**src/hw/sprite_pkg.sv**
```systemverilog
// shared raster, object table and register map constants for the sprite overlay engine
`default_nettype none

package sprite_pkg;

    // raster timing in clocks and lines, two clocks per logical pixel
    localparam logic [10:0] H_TOTAL      = 11'd1600;
    localparam logic [10:0] H_ACTIVE     = 11'd1280;
    localparam logic [10:0] H_SYNC_START = 11'd1312;
    localparam logic [10:0] H_SYNC_END   = 11'd1503; // last sync clock, inclusive

    localparam logic [9:0]  V_TOTAL      = 10'd525;
    localparam logic [9:0]  V_ACTIVE     = 10'd480;
    localparam logic [9:0]  V_SYNC_LINE  = 10'd490; // vsync spans two lines from here

    // object table and sprite memory geometry
    localparam int NUM_OBJECTS  = 8;
    localparam int NUM_SPRITES  = 4;
    localparam int SPRITE_DIM   = 8;
    localparam int SPRITE_WORDS = NUM_SPRITES * SPRITE_DIM * SPRITE_DIM / 4; // 4 px per word

    // word addresses on the 7-bit bus, address 0 is the background
    localparam logic [6:0] OBJ_BASE = 7'd1;
    localparam logic [6:0] PIX_BASE = 7'd64;

    localparam logic [23:0] RESET_BG = 24'h008000;

    // clocks from counter position to the pins
    localparam int PIPE_DEPTH = 3;

    typedef enum logic [1:0] {
        REG_BG,
        REG_OBJ,
        REG_PIX,
        REG_NONE
    } reg_region_t;

endpackage

`default_nettype wire

```
**src/hw/vga_timing.sv**
```systemverilog
// horizontal and vertical raster counters with raw sync, blank and pixel clock decode
`default_nettype none

module vga_timing
    import sprite_pkg::*;
(
    input  logic        clk,
    input  logic        reset,
    output logic [10:0] hcount,
    output logic [9:0]  vcount,
    output logic        hs_raw,
    output logic        vs_raw,
    output logic        blank_n_raw,
    output logic        pclk_raw
);

    logic end_of_line;
    logic end_of_field;

    assign end_of_line  = (hcount == H_TOTAL - 11'd1);
    assign end_of_field = (vcount == V_TOTAL - 10'd1);

    always_ff @(posedge clk or posedge reset) begin
        if (reset) begin
            hcount <= 11'd0;
        end else if (end_of_line) begin
            hcount <= 11'd0;
        end else begin
            hcount <= hcount + 11'd1;
        end
    end

    // vertical steps once per line
    always_ff @(posedge clk or posedge reset) begin
        if (reset) begin
            vcount <= 10'd0;
        end else if (end_of_line) begin
            if (end_of_field) begin
                vcount <= 10'd0;
            end else begin
                vcount <= vcount + 10'd1;
            end
        end
    end

    // syncs are active low
    assign hs_raw = !((hcount >= H_SYNC_START) && (hcount <= H_SYNC_END));
    assign vs_raw = !((vcount >= V_SYNC_LINE) && (vcount < V_SYNC_LINE + 10'd2));

    assign blank_n_raw = (hcount < H_ACTIVE) && (vcount < V_ACTIVE);
    assign pclk_raw    = hcount[0]; // half rate pixel clock

    // counters never leave their period, even across a frame wrap
    counters_in_range : assert property (
        @(posedge clk) disable iff (reset)
        (hcount < H_TOTAL) && (vcount < V_TOTAL)
    );

endmodule

`default_nettype wire

```
**src/hw/object_regs.sv**
```systemverilog
// bus write decode into the background register, object table and sprite memory port
`default_nettype none

module object_regs
    import sprite_pkg::*;
(
    input  logic                          clk,
    input  logic                          reset,
    input  logic                          chipselect,
    input  logic                          write,
    input  logic [6:0]                    address,
    input  logic [31:0]                   writedata,
    output logic [23:0]                   bg_color,
    output logic [NUM_OBJECTS-1:0][9:0]   obj_x,
    output logic [NUM_OBJECTS-1:0][9:0]   obj_y,
    output logic [NUM_OBJECTS-1:0][1:0]   obj_sprite,
    output logic [NUM_OBJECTS-1:0]        obj_active,
    output logic                          pix_we,
    output logic [5:0]                    pix_waddr,
    output logic [31:0]                   pix_wdata
);

    reg_region_t region;
    logic        wr_strobe;
    logic [6:0]  obj_off;
    logic [2:0]  obj_sel;

    assign wr_strobe = chipselect && write;
    assign obj_off   = address - OBJ_BASE;
    assign obj_sel   = obj_off[2:0];

    always_comb begin
        if (address == 7'd0) begin
            region = REG_BG;
        end else if (obj_off < 7'(NUM_OBJECTS)) begin
            region = REG_OBJ;
        end else if (address >= PIX_BASE) begin
            region = REG_PIX;
        end else begin
            region = REG_NONE; // gap between table and sprite words
        end
    end

    always_ff @(posedge clk or posedge reset) begin
        if (reset) begin
            bg_color   <= RESET_BG;
            obj_active <= '0;
        end else if (wr_strobe) begin
            if (region == REG_BG) begin
                bg_color <= writedata[23:0];
            end else if (region == REG_OBJ) begin
                obj_active[obj_sel] <= writedata[1];
            end
        end
    end

    // position and sprite number, only meaningful once active
    always_ff @(posedge clk) begin
        if (wr_strobe && region == REG_OBJ) begin
            obj_x[obj_sel]      <= writedata[29:20]; // x bits 31:30 ignored
            obj_y[obj_sel]      <= writedata[17:8];
            obj_sprite[obj_sel] <= writedata[3:2];
        end
    end

    // memory itself lives in the renderer
    assign pix_we    = wr_strobe && (region == REG_PIX);
    assign pix_waddr = 6'(address - PIX_BASE);
    assign pix_wdata = writedata;

    // sprite words and unmapped writes leave background and table alone
    other_writes_keep_table : assert property (
        @(posedge clk) disable iff (reset)
        (wr_strobe && region != REG_BG && region != REG_OBJ)
            |=> ($stable(bg_color) && $stable(obj_active))
    );

endmodule

`default_nettype wire

```
**src/hw/color_palette.sv**
```systemverilog
// fixed 6x6x6 colour cube lookup from an 8-bit sprite index to 24-bit rgb
`default_nettype none

module color_palette (
    input  logic [7:0]  color_index,
    output logic [23:0] palette_rgb
);

    logic [7:0] r_lvl;
    logic [7:0] g_lvl;
    logic [7:0] b_lvl;

    // base-6 digits of the index
    assign r_lvl = color_index / 8'd36;
    assign g_lvl = (color_index / 8'd6) % 8'd6;
    assign b_lvl = color_index % 8'd6;

    always_comb begin
        if (color_index < 8'd216) begin
            palette_rgb = {r_lvl * 8'h33, g_lvl * 8'h33, b_lvl * 8'h33}; // steps of 0x33
        end else begin
            palette_rgb = 24'h000000; // top of the range is unused
        end
    end

endmodule

`default_nettype wire

```
**src/hw/sprite_render.sv**
```systemverilog
// three-stage sprite renderer: hit search, sprite memory read, colour select with delayed syncs
`default_nettype none

module sprite_render
    import sprite_pkg::*;
(
    input  logic                          clk,
    input  logic                          reset,
    input  logic [23:0]                   bg_color,
    input  logic [NUM_OBJECTS-1:0][9:0]   obj_x,
    input  logic [NUM_OBJECTS-1:0][9:0]   obj_y,
    input  logic [NUM_OBJECTS-1:0][1:0]   obj_sprite,
    input  logic [NUM_OBJECTS-1:0]        obj_active,
    input  logic                          pix_we,
    input  logic [5:0]                    pix_waddr,
    input  logic [31:0]                   pix_wdata,
    input  logic [10:0]                   hcount,
    input  logic [9:0]                    vcount,
    input  logic                          hs_raw,
    input  logic                          vs_raw,
    input  logic                          blank_n_raw,
    input  logic                          pclk_raw,
    input  logic [23:0]                   palette_rgb,
    output logic [7:0]                    color_index,
    output logic [7:0]                    vga_r,
    output logic [7:0]                    vga_g,
    output logic [7:0]                    vga_b,
    output logic                          vga_clk,
    output logic                          vga_hs,
    output logic                          vga_vs,
    output logic                          vga_blank_n
);

    logic [31:0] sprite_mem [SPRITE_WORDS];

    logic [9:0]  px;
    logic [9:0]  dx;
    logic [9:0]  dy;
    logic        hit;
    logic [1:0]  hit_sprite;
    logic [2:0]  hit_row;
    logic [2:0]  hit_col;

    logic        s1_hit;
    logic [1:0]  s1_sprite;
    logic [2:0]  s1_row;
    logic [2:0]  s1_col;
    logic [31:0] s1_word;

    logic        s2_hit;
    logic [7:0]  s2_index;

    logic [23:0] rgb;
    logic [PIPE_DEPTH-1:0] hs_d;
    logic [PIPE_DEPTH-1:0] vs_d;
    logic [PIPE_DEPTH-1:0] blank_d;
    logic [PIPE_DEPTH-1:0] pclk_d;
    logic [PIPE_DEPTH-2:0] fill_d; // a real pixel has reached this stage

    assign px = hcount[10:1]; // logical pixel column

    // ascending scan, so the highest covering object is left standing
    always_comb begin
        hit        = 1'b0;
        hit_sprite = 2'd0;
        hit_row    = 3'd0;
        hit_col    = 3'd0;
        dx         = 10'd0;
        dy         = 10'd0;
        for (int i = 0; i < NUM_OBJECTS; i++) begin
            dx = px - obj_x[i];
            dy = vcount - obj_y[i];
            if (obj_active[i] && px >= obj_x[i] && vcount >= obj_y[i] &&
                dx < SPRITE_DIM && dy < SPRITE_DIM) begin
                hit        = 1'b1;
                hit_sprite = obj_sprite[i];
                hit_row    = dy[2:0];
                hit_col    = dx[2:0];
            end
        end
    end

    always_ff @(posedge clk) begin
        if (pix_we) begin
            sprite_mem[pix_waddr] <= pix_wdata;
        end
    end

    always_ff @(posedge clk or posedge reset) begin
        if (reset) begin
            s1_hit <= 1'b0;
            s2_hit <= 1'b0;
        end else begin
            s1_hit <= hit;
            s2_hit <= s1_hit;
        end
    end

    // two words per sprite row, low byte is the leftmost pixel
    assign s1_word = sprite_mem[{s1_sprite, s1_row, s1_col[2]}];

    always_ff @(posedge clk) begin
        s1_sprite <= hit_sprite;
        s1_row    <= hit_row;
        s1_col    <= hit_col;
        s2_index  <= s1_word[s1_col[1:0]*8 +: 8];
    end

    assign color_index = s2_index;

    always_ff @(posedge clk or posedge reset) begin
        if (reset) begin
            rgb <= 24'd0;
        end else if (!fill_d[PIPE_DEPTH-2]) begin
            rgb <= 24'd0; // pipeline still filling after reset
        end else if (!s2_hit || s2_index == 8'd0 || !blank_d[PIPE_DEPTH-2]) begin
            rgb <= bg_color; // index 0 is see-through
        end else begin
            rgb <= palette_rgb;
        end
    end

    // timing rides alongside the colour pipeline
    always_ff @(posedge clk or posedge reset) begin
        if (reset) begin
            hs_d    <= '1;
            vs_d    <= '1;
            blank_d <= '0;
            pclk_d  <= '0;
            fill_d  <= '0;
        end else begin
            hs_d    <= {hs_d[PIPE_DEPTH-2:0], hs_raw};
            vs_d    <= {vs_d[PIPE_DEPTH-2:0], vs_raw};
            blank_d <= {blank_d[PIPE_DEPTH-2:0], blank_n_raw};
            pclk_d  <= {pclk_d[PIPE_DEPTH-2:0], pclk_raw};
            fill_d  <= {fill_d[PIPE_DEPTH-3:0], 1'b1};
        end
    end

    assign {vga_r, vga_g, vga_b} = rgb;
    assign vga_hs      = hs_d[PIPE_DEPTH-1];
    assign vga_vs      = vs_d[PIPE_DEPTH-1];
    assign vga_blank_n = blank_d[PIPE_DEPTH-1];
    assign vga_clk     = pclk_d[PIPE_DEPTH-1];

endmodule

`default_nettype wire

```
**src/hw/vga_sprite_top.sv**
```systemverilog
// top level of the sprite overlay engine, bus write port in and vga pins out
`default_nettype none

module vga_sprite_top (
    input  logic        clk,
    input  logic        reset,
    input  logic        chipselect,
    input  logic        write,
    input  logic [6:0]  address,
    input  logic [31:0] writedata,
    output logic [7:0]  vga_r,
    output logic [7:0]  vga_g,
    output logic [7:0]  vga_b,
    output logic        vga_clk,
    output logic        vga_hs,
    output logic        vga_vs,
    output logic        vga_blank_n,
    output logic        vga_sync_n
);

    logic [10:0]      hcount;
    logic [9:0]       vcount;
    logic             hs_raw;
    logic             vs_raw;
    logic             blank_n_raw;
    logic             pclk_raw;

    logic [23:0]      bg_color;
    logic [7:0][9:0]  obj_x;
    logic [7:0][9:0]  obj_y;
    logic [7:0][1:0]  obj_sprite;
    logic [7:0]       obj_active;
    logic             pix_we;
    logic [5:0]       pix_waddr;
    logic [31:0]      pix_wdata;

    logic [7:0]       color_index;
    logic [23:0]      palette_rgb;

    vga_timing u_timing (.*);

    object_regs u_regs (.*);

    sprite_render u_render (.*);

    // combinational, sits between stage 2 and stage 3 of the renderer
    color_palette u_palette (.*);

    assign vga_sync_n = 1'b0; // no sync on green

endmodule

`default_nettype wire

```
**config.mk**
```make
export PLATFORM = sky130hd
export DESIGN_NAME = vga_sprite_top
export DESIGN_NICKNAME = d
export VERILOG_FILES = /design/src/hw/sprite_pkg.sv /design/src/hw/vga_timing.sv /design/src/hw/object_regs.sv /design/src/hw/color_palette.sv /design/src/hw/sprite_render.sv /design/src/hw/vga_sprite_top.sv
export SDC_FILE = /design/constraint.sdc
export NUM_CORES = 2
export LEC_CHECK = 0
export BUFFER_PORTS_ARGS = -buffer_cell sky130_fd_sc_hd__buf_2
export CORE_MARGIN = 1
export CORE_UTILIZATION = 40
export CTS_CLUSTER_DIAMETER = 100
export DETAILED_ROUTE_END_ITERATION = 12
export SYNTH_ARGS = -nofsm -noshare
export SYNTH_HDL_FRONTEND = slang
export SYNTH_HIERARCHICAL = 1
export SYNTH_SLANG_ARGS = --single-unit
```
**constraint.sdc**
```tcl
create_clock -name clk -period 9.3 [get_ports clk]
set_input_delay 0.465 -clock clk [delete_from_list [all_inputs] [get_ports clk]]
set_output_delay 0.465 -clock clk [all_outputs]
set_load 0.005 [all_outputs]
```
# After elaboration in Yosys (flattened, before gate mapping)
# Memories as Yosys holds them, arrays and structs flattened. A register that Yosys moved wholly into a read port is not among the register bits.
# Index checks and enable logic that the tools add are counted.
# word_totals
reg_bits,280
ram_bits,2048
input_bits,43
mem_count,1
out_inout_bits,29
elab_cells,217
# op_classes
add_sub_neg,20
reduce_logical,50
bitwise_logic,1
shift,1
mux,52
eq_ne,4
order_cmp,43
multipliers,3
n_div,4
# memory_table
name,words,word_bits,rd,rd_ports_with_merged_regs,wr,line_no,rtl
u_render.sprite_mem,64,32,1,1,1,sprite_render.sv:34,logic [31:0] sprite_mem [SPRITE_WORDS];
# ops
cell,n
$bwmux W80,2
$ge A10 B10 Y1,16
$lt A10 B4 Y1 const B,16
$sub A10 B10 Y10,16
$mux W24,3
$mux W3,16
$logic_and A1 B1 Y1,39
$shiftx A32 B6 Y8,1
$demux W10 S3,1
$mul A8 B6 Y8 const B,3
$mux W2,11
$lt A10 B9 Y1 const B,2
$mux W10,2
$bwmux W16,1
$mod A8 B3 Y8 const B,2
$mux W1,12
$add A11 B1 Y11 const B,1
$eq A11 B11 Y1 const B,1
$ge A11 B11 Y1 const B,1
$le A11 B11 Y1 const B,1
$lt A11 B11 Y1 const B,1
$mux W11,1
$add A10 B1 Y10 const B,1
$eq A10 B10 Y1 const B,1
23 further kinds,27

# Depth between registers and ports, before layout
# depth
depth_word,13
mapped_depth,36

# Cells and area by module
# The synthesis kept the hierarchy.
# modules_own_cells
module,n_inst,cells_each,area_per_inst_um2
sprite_render,1,4347,88170.8
object_regs,1,324,7105.6
color_palette,1,377,2747.6
vga_timing,1,125,1208.7
vga_sprite_top,1,2,11.3

# Least setup slack after synthesis
# OpenSTA, ideal clock, no wires.
# synth_path
kind,flip-flop to flip-flop
start,"register u_render.s2_index[7], in the netlist u_render/color_index[7]"
end,register u_render.rgb[15]
n_path_buf,4
setup_ns,0.073
required_ns,9.227
setup_slack_ns,1.846
path_stages_with_launch,36
arrival_time_ns,7.381
path_cell_list,dfxtp_1 buf_6 buf_6 clkbuf_1 nand3b_1 nand2_1 ha_1 nand3_1 nor4b_4 buf_6 nor2_1 xnor2_1 ha_1 inv_1 a221o_1 o21ai_0 a2111o_1 o21ai_0 a31oi_1 o211ai_1 a221o_1 nand2b_1 nor2_2 mux2_1 ha_1 inv_1 fa_1 fa_1 inv_1 ha_1 a21oi_1 xnor2_1 or4_1 o21ai_2 mux2i_1 nor2b_1
# synth_between
elab_chain_cells,6
elab_cells_between_ends,10
# synth_lines
item,line_no,rtl
from (decl),sprite_render.sv:51,logic [7:0] s2_index;
from (signal assigned),sprite_render.sv:106,s2_index <= s1_word[s1_col[1:0]*8 +: 8];
$div A8 B3 Y8,color_palette.sv:15,assign g_lvl = (color_index / 8'd6) % 8'd6;
$mod A8 B3 Y8,color_palette.sv:15,
$mul A8 B6 Y8,color_palette.sv:20,"palette_rgb = {r_lvl * 8'h33, g_lvl * 8'h33, b_lvl * 8'h33};"
$mux W24 *,color_palette.sv:19,if (color_index < 8'd216) begin
net palette_rgb[15],vga_sprite_top.sv:38,logic [23:0] palette_rgb;
$mux W24 *,sprite_render.sv:116,end else if (!s2_hit || s2_index == 8'd0 || !blank_d[PIPE_DEPTH-2]) begin
$mux W24 *,sprite_render.sv:114,end else if (!fill_d[PIPE_DEPTH-2]) begin
to (signal assigned),sprite_render.sv:117,rgb <= bg_color;
to (signal assigned),sprite_render.sv:119,rgb <= palette_rgb;
to (decl),sprite_render.sv:53,logic [23:0] rgb;
# The timed path passes the listed nets; every way through them passes the cells marked *.
# A chain may end at the register's enable or synchronous reset.

# Worst setup path in the final report
# layout_path
start,"register u_render.s2_index[6], in the netlist u_render/color_index[6]"
end,register u_render.rgb[15]
# Same word-level chain as after synthesis.

==> key figures <==
Setup path
  • Largest fanout on the critical path: 20
  • Crit path largest cell delay: approximately 0.82 ns
  • Reg2reg setup slack: around 0.73 ns
  • Crit path arrival time: approximately 9.3 ns
  • Slowest-stage cell, CP: dfxtp_1
  • Worst setup SP type: flip-flop
  • CP endpoint kind: flip-flop
  • Critical Path RT: slightly above 10 ns
  • Critical path class: flip-flop to flip-flop

Clock network
  • Htree depth: 4
  • CTS tree: yes
  • Cts repair resizes: 0
  • Clk slew on worst S/H paths: around 0.06 ns
  • Clock buffer depth: 3
  • Worst-Skew Late Latency: 0.89 ns
  • Clock Sinks: about 2300
  • Postcts setup bufs: 0
  • Clk root buf: clkbuf_16
  • Total CTS buffers: ~230

Drt
  • Antenna-violating nets left: 0
  • DRT iter0 DRCs: slightly below 6000
  • Via count: roughly 52000
  • Vias per cell: 5.81
  • First-pass DRT Iterations: 8
  • DR WL/cell: 28.9 um
  • Remaining DRCs: 0
  • Post-Route WL: ~260000 um

Cells and area
  • Fillers: roughly 21000
  • Layout area overhead: 12.9%
  • Most common cell after layout, fill and taps aside: edfxtp_1
  • Share of cells above drive strength 1: 0.250
  • Commonest cells after routing, fill and taps aside: 2224 x edfxtp_1, 680 x mux4_2, 260 x inv_1
  • Final Net Count: ~5700

Global route
  • GR Overflow Total: 0
  • Antenna violations before repair: 30
  • Largest net degree at the start of global routing: roughly 130
  • Vias in the first global route: 51800
  • First-pass GRT wire length: approximately 370000 um
  • Total track usage: 0.205

Run status
  • Outcome: completed

Power and ir drop
  • VDD IR-drop max: 0.196 mV
  • Pwr Density: approximately 190 mW/mm^2
  • P_leak: approximately 36 nW

STA
  • Fmax: 117 MHz
  • RSZ-0062 raised after global routing: no
  • TNS Setup: 0 ns
  • Tcrit/Tclk final: 0.922
  • Clk_skew: approximately 0.062 ns
  • Tmin final: about 8.6 ns
  • Max Slew Vio Count: 0
  • Actual slew at the worst max-slew pin: 1.24 ns
  • Worst hold margin: 0.198 ns
  • Final Hold Fails: 0
  • Worst slew margin relative to its limit: 0.173
  • Final setup violation count: 0

Die
  • Initial Utilization: 0.403
  • Placement Rows: about 180
  • Die H: between 500 and 600 um
  • DIE AREA: ~0.25 mm^2
  • # IOs: 72
  • Die Wd: around 500 um
  • Core ar.: ~0.25 mm^2

Synthesis
  • Post-Syn Area: a little under 0.1 mm^2
  • Warnings from Yosys: 6
  • Syn_area_per_cell: roughly 19 um^2
  • Gate count after technology mapping: about 5200

Place
  • Global placement routability congestion: about 0.83
  • PortBufs: 70
  • Dpl hpwl: roughly 140000 um

Flow run
  • Maximum Capacitance Violations: 0

Worst hold path
  • Hold Crit Class: input pin to flip-flop
## worst max-delay path: cells and delay by family (launching register included)
kind            cells  cell delay (ns)
xor+xnor            2             0.26
fa+ha+maj           5             2.02
compound gates     11             2.39
mux                 2             0.48
simple gates        8             2.05
flops               1             0.82
buf+inv             4             0.45
## sequential cells by signal (all words and copies together), names as in the netlist, 8 cells and up, named ones only
signal / cells
u_timing/vcount: 10
u_regs/obj_y: 80
u_regs/obj_sprite: 16
u_render/rgb: 24
u_render/color_index: 8
u_timing/hcount: 11
u_render/sprite_mem: 2048
u_regs/bg_color: 24
u_regs/obj_active: 8
u_regs/obj_x: 80
## cell type report
cell class / count / area (um^2) / share of cell area
inverter: 263 / 987 / 0.00881
multi-input combinational: 2339 / 28200 / 0.251
sequential: 2333 / 69500 / 0.620
clock inverter: 147 / 1680 / 0.0150
tap: 3312 / 4140 / 0.0370
timing repair buffer: 213 / 1520 / 0.0136
clock buffer: 283 / 6050 / 0.0540
antenna: 11 / 27.5 / 0.000246
## final timing paths
path                                         start              endpoint  cells after the start
max                        u_render/color_index[6]      u_render/rgb[15]                     32
min                                     address[6]  u_regs/obj_active[6]                      4
max reg2reg                u_render/color_index[6]      u_render/rgb[15]                     32
min reg2reg                     u_render/fill_d[0]    u_render/fill_d[1]                      0
max in group asynchronous                    reset    u_timing/hcount[3]                      3
min in group asynchronous                    reset  u_regs/obj_active[4]                      4
## stage by stage
step / util / power (mW) / cells / setup WS, ns / instance area [um^2]
after floorplan: - / 11.9 / 5176 / 1.85 / 99200
after detailed placement: 0.424 / 12.1 / 8458 / 0.711 / 104000
final: 0.455 / 21.4 / 8901 / 0.725 / 112000
after global routing: 0.455 / 22.0 / 8891 / 0.101 / 112000
after global placement: 0.424 / 12.1 / 8458 / 0.757 / 104000
after CTS: 0.455 / 21.6 / 8890 / 0.650 / 112000
## repair_timing
action | in CTS | in global routing
endpoints found under the setup margin | 0 | 0
endpoints found under the hold margin | 91 | 0
hold buffers | 2 | 0
## routing by layer
layer | global-route usage | vias up | routed length, um | part of all wire
li1 | - | 21600 | - | -
met1 | 0.295 | 27800 | 111000 | 0.43
met2 | 0.328 | 1932 | 122000 | 0.48
met3 | 0.0271 | 357 | 17500 | 0.068
met4 | 0.0555 | 4 | 6220 | 0.024
met5 | 0 | - | 34 | 0.00013
## where the power goes
group,internal (mW),total [mW],switching (mW)
Combinational,0.0608,0.342,0.282
Clock,5.47,9.49,4.02
Sequential,11.5,11.5,0.0117
(Power assumes the default switching activity.)
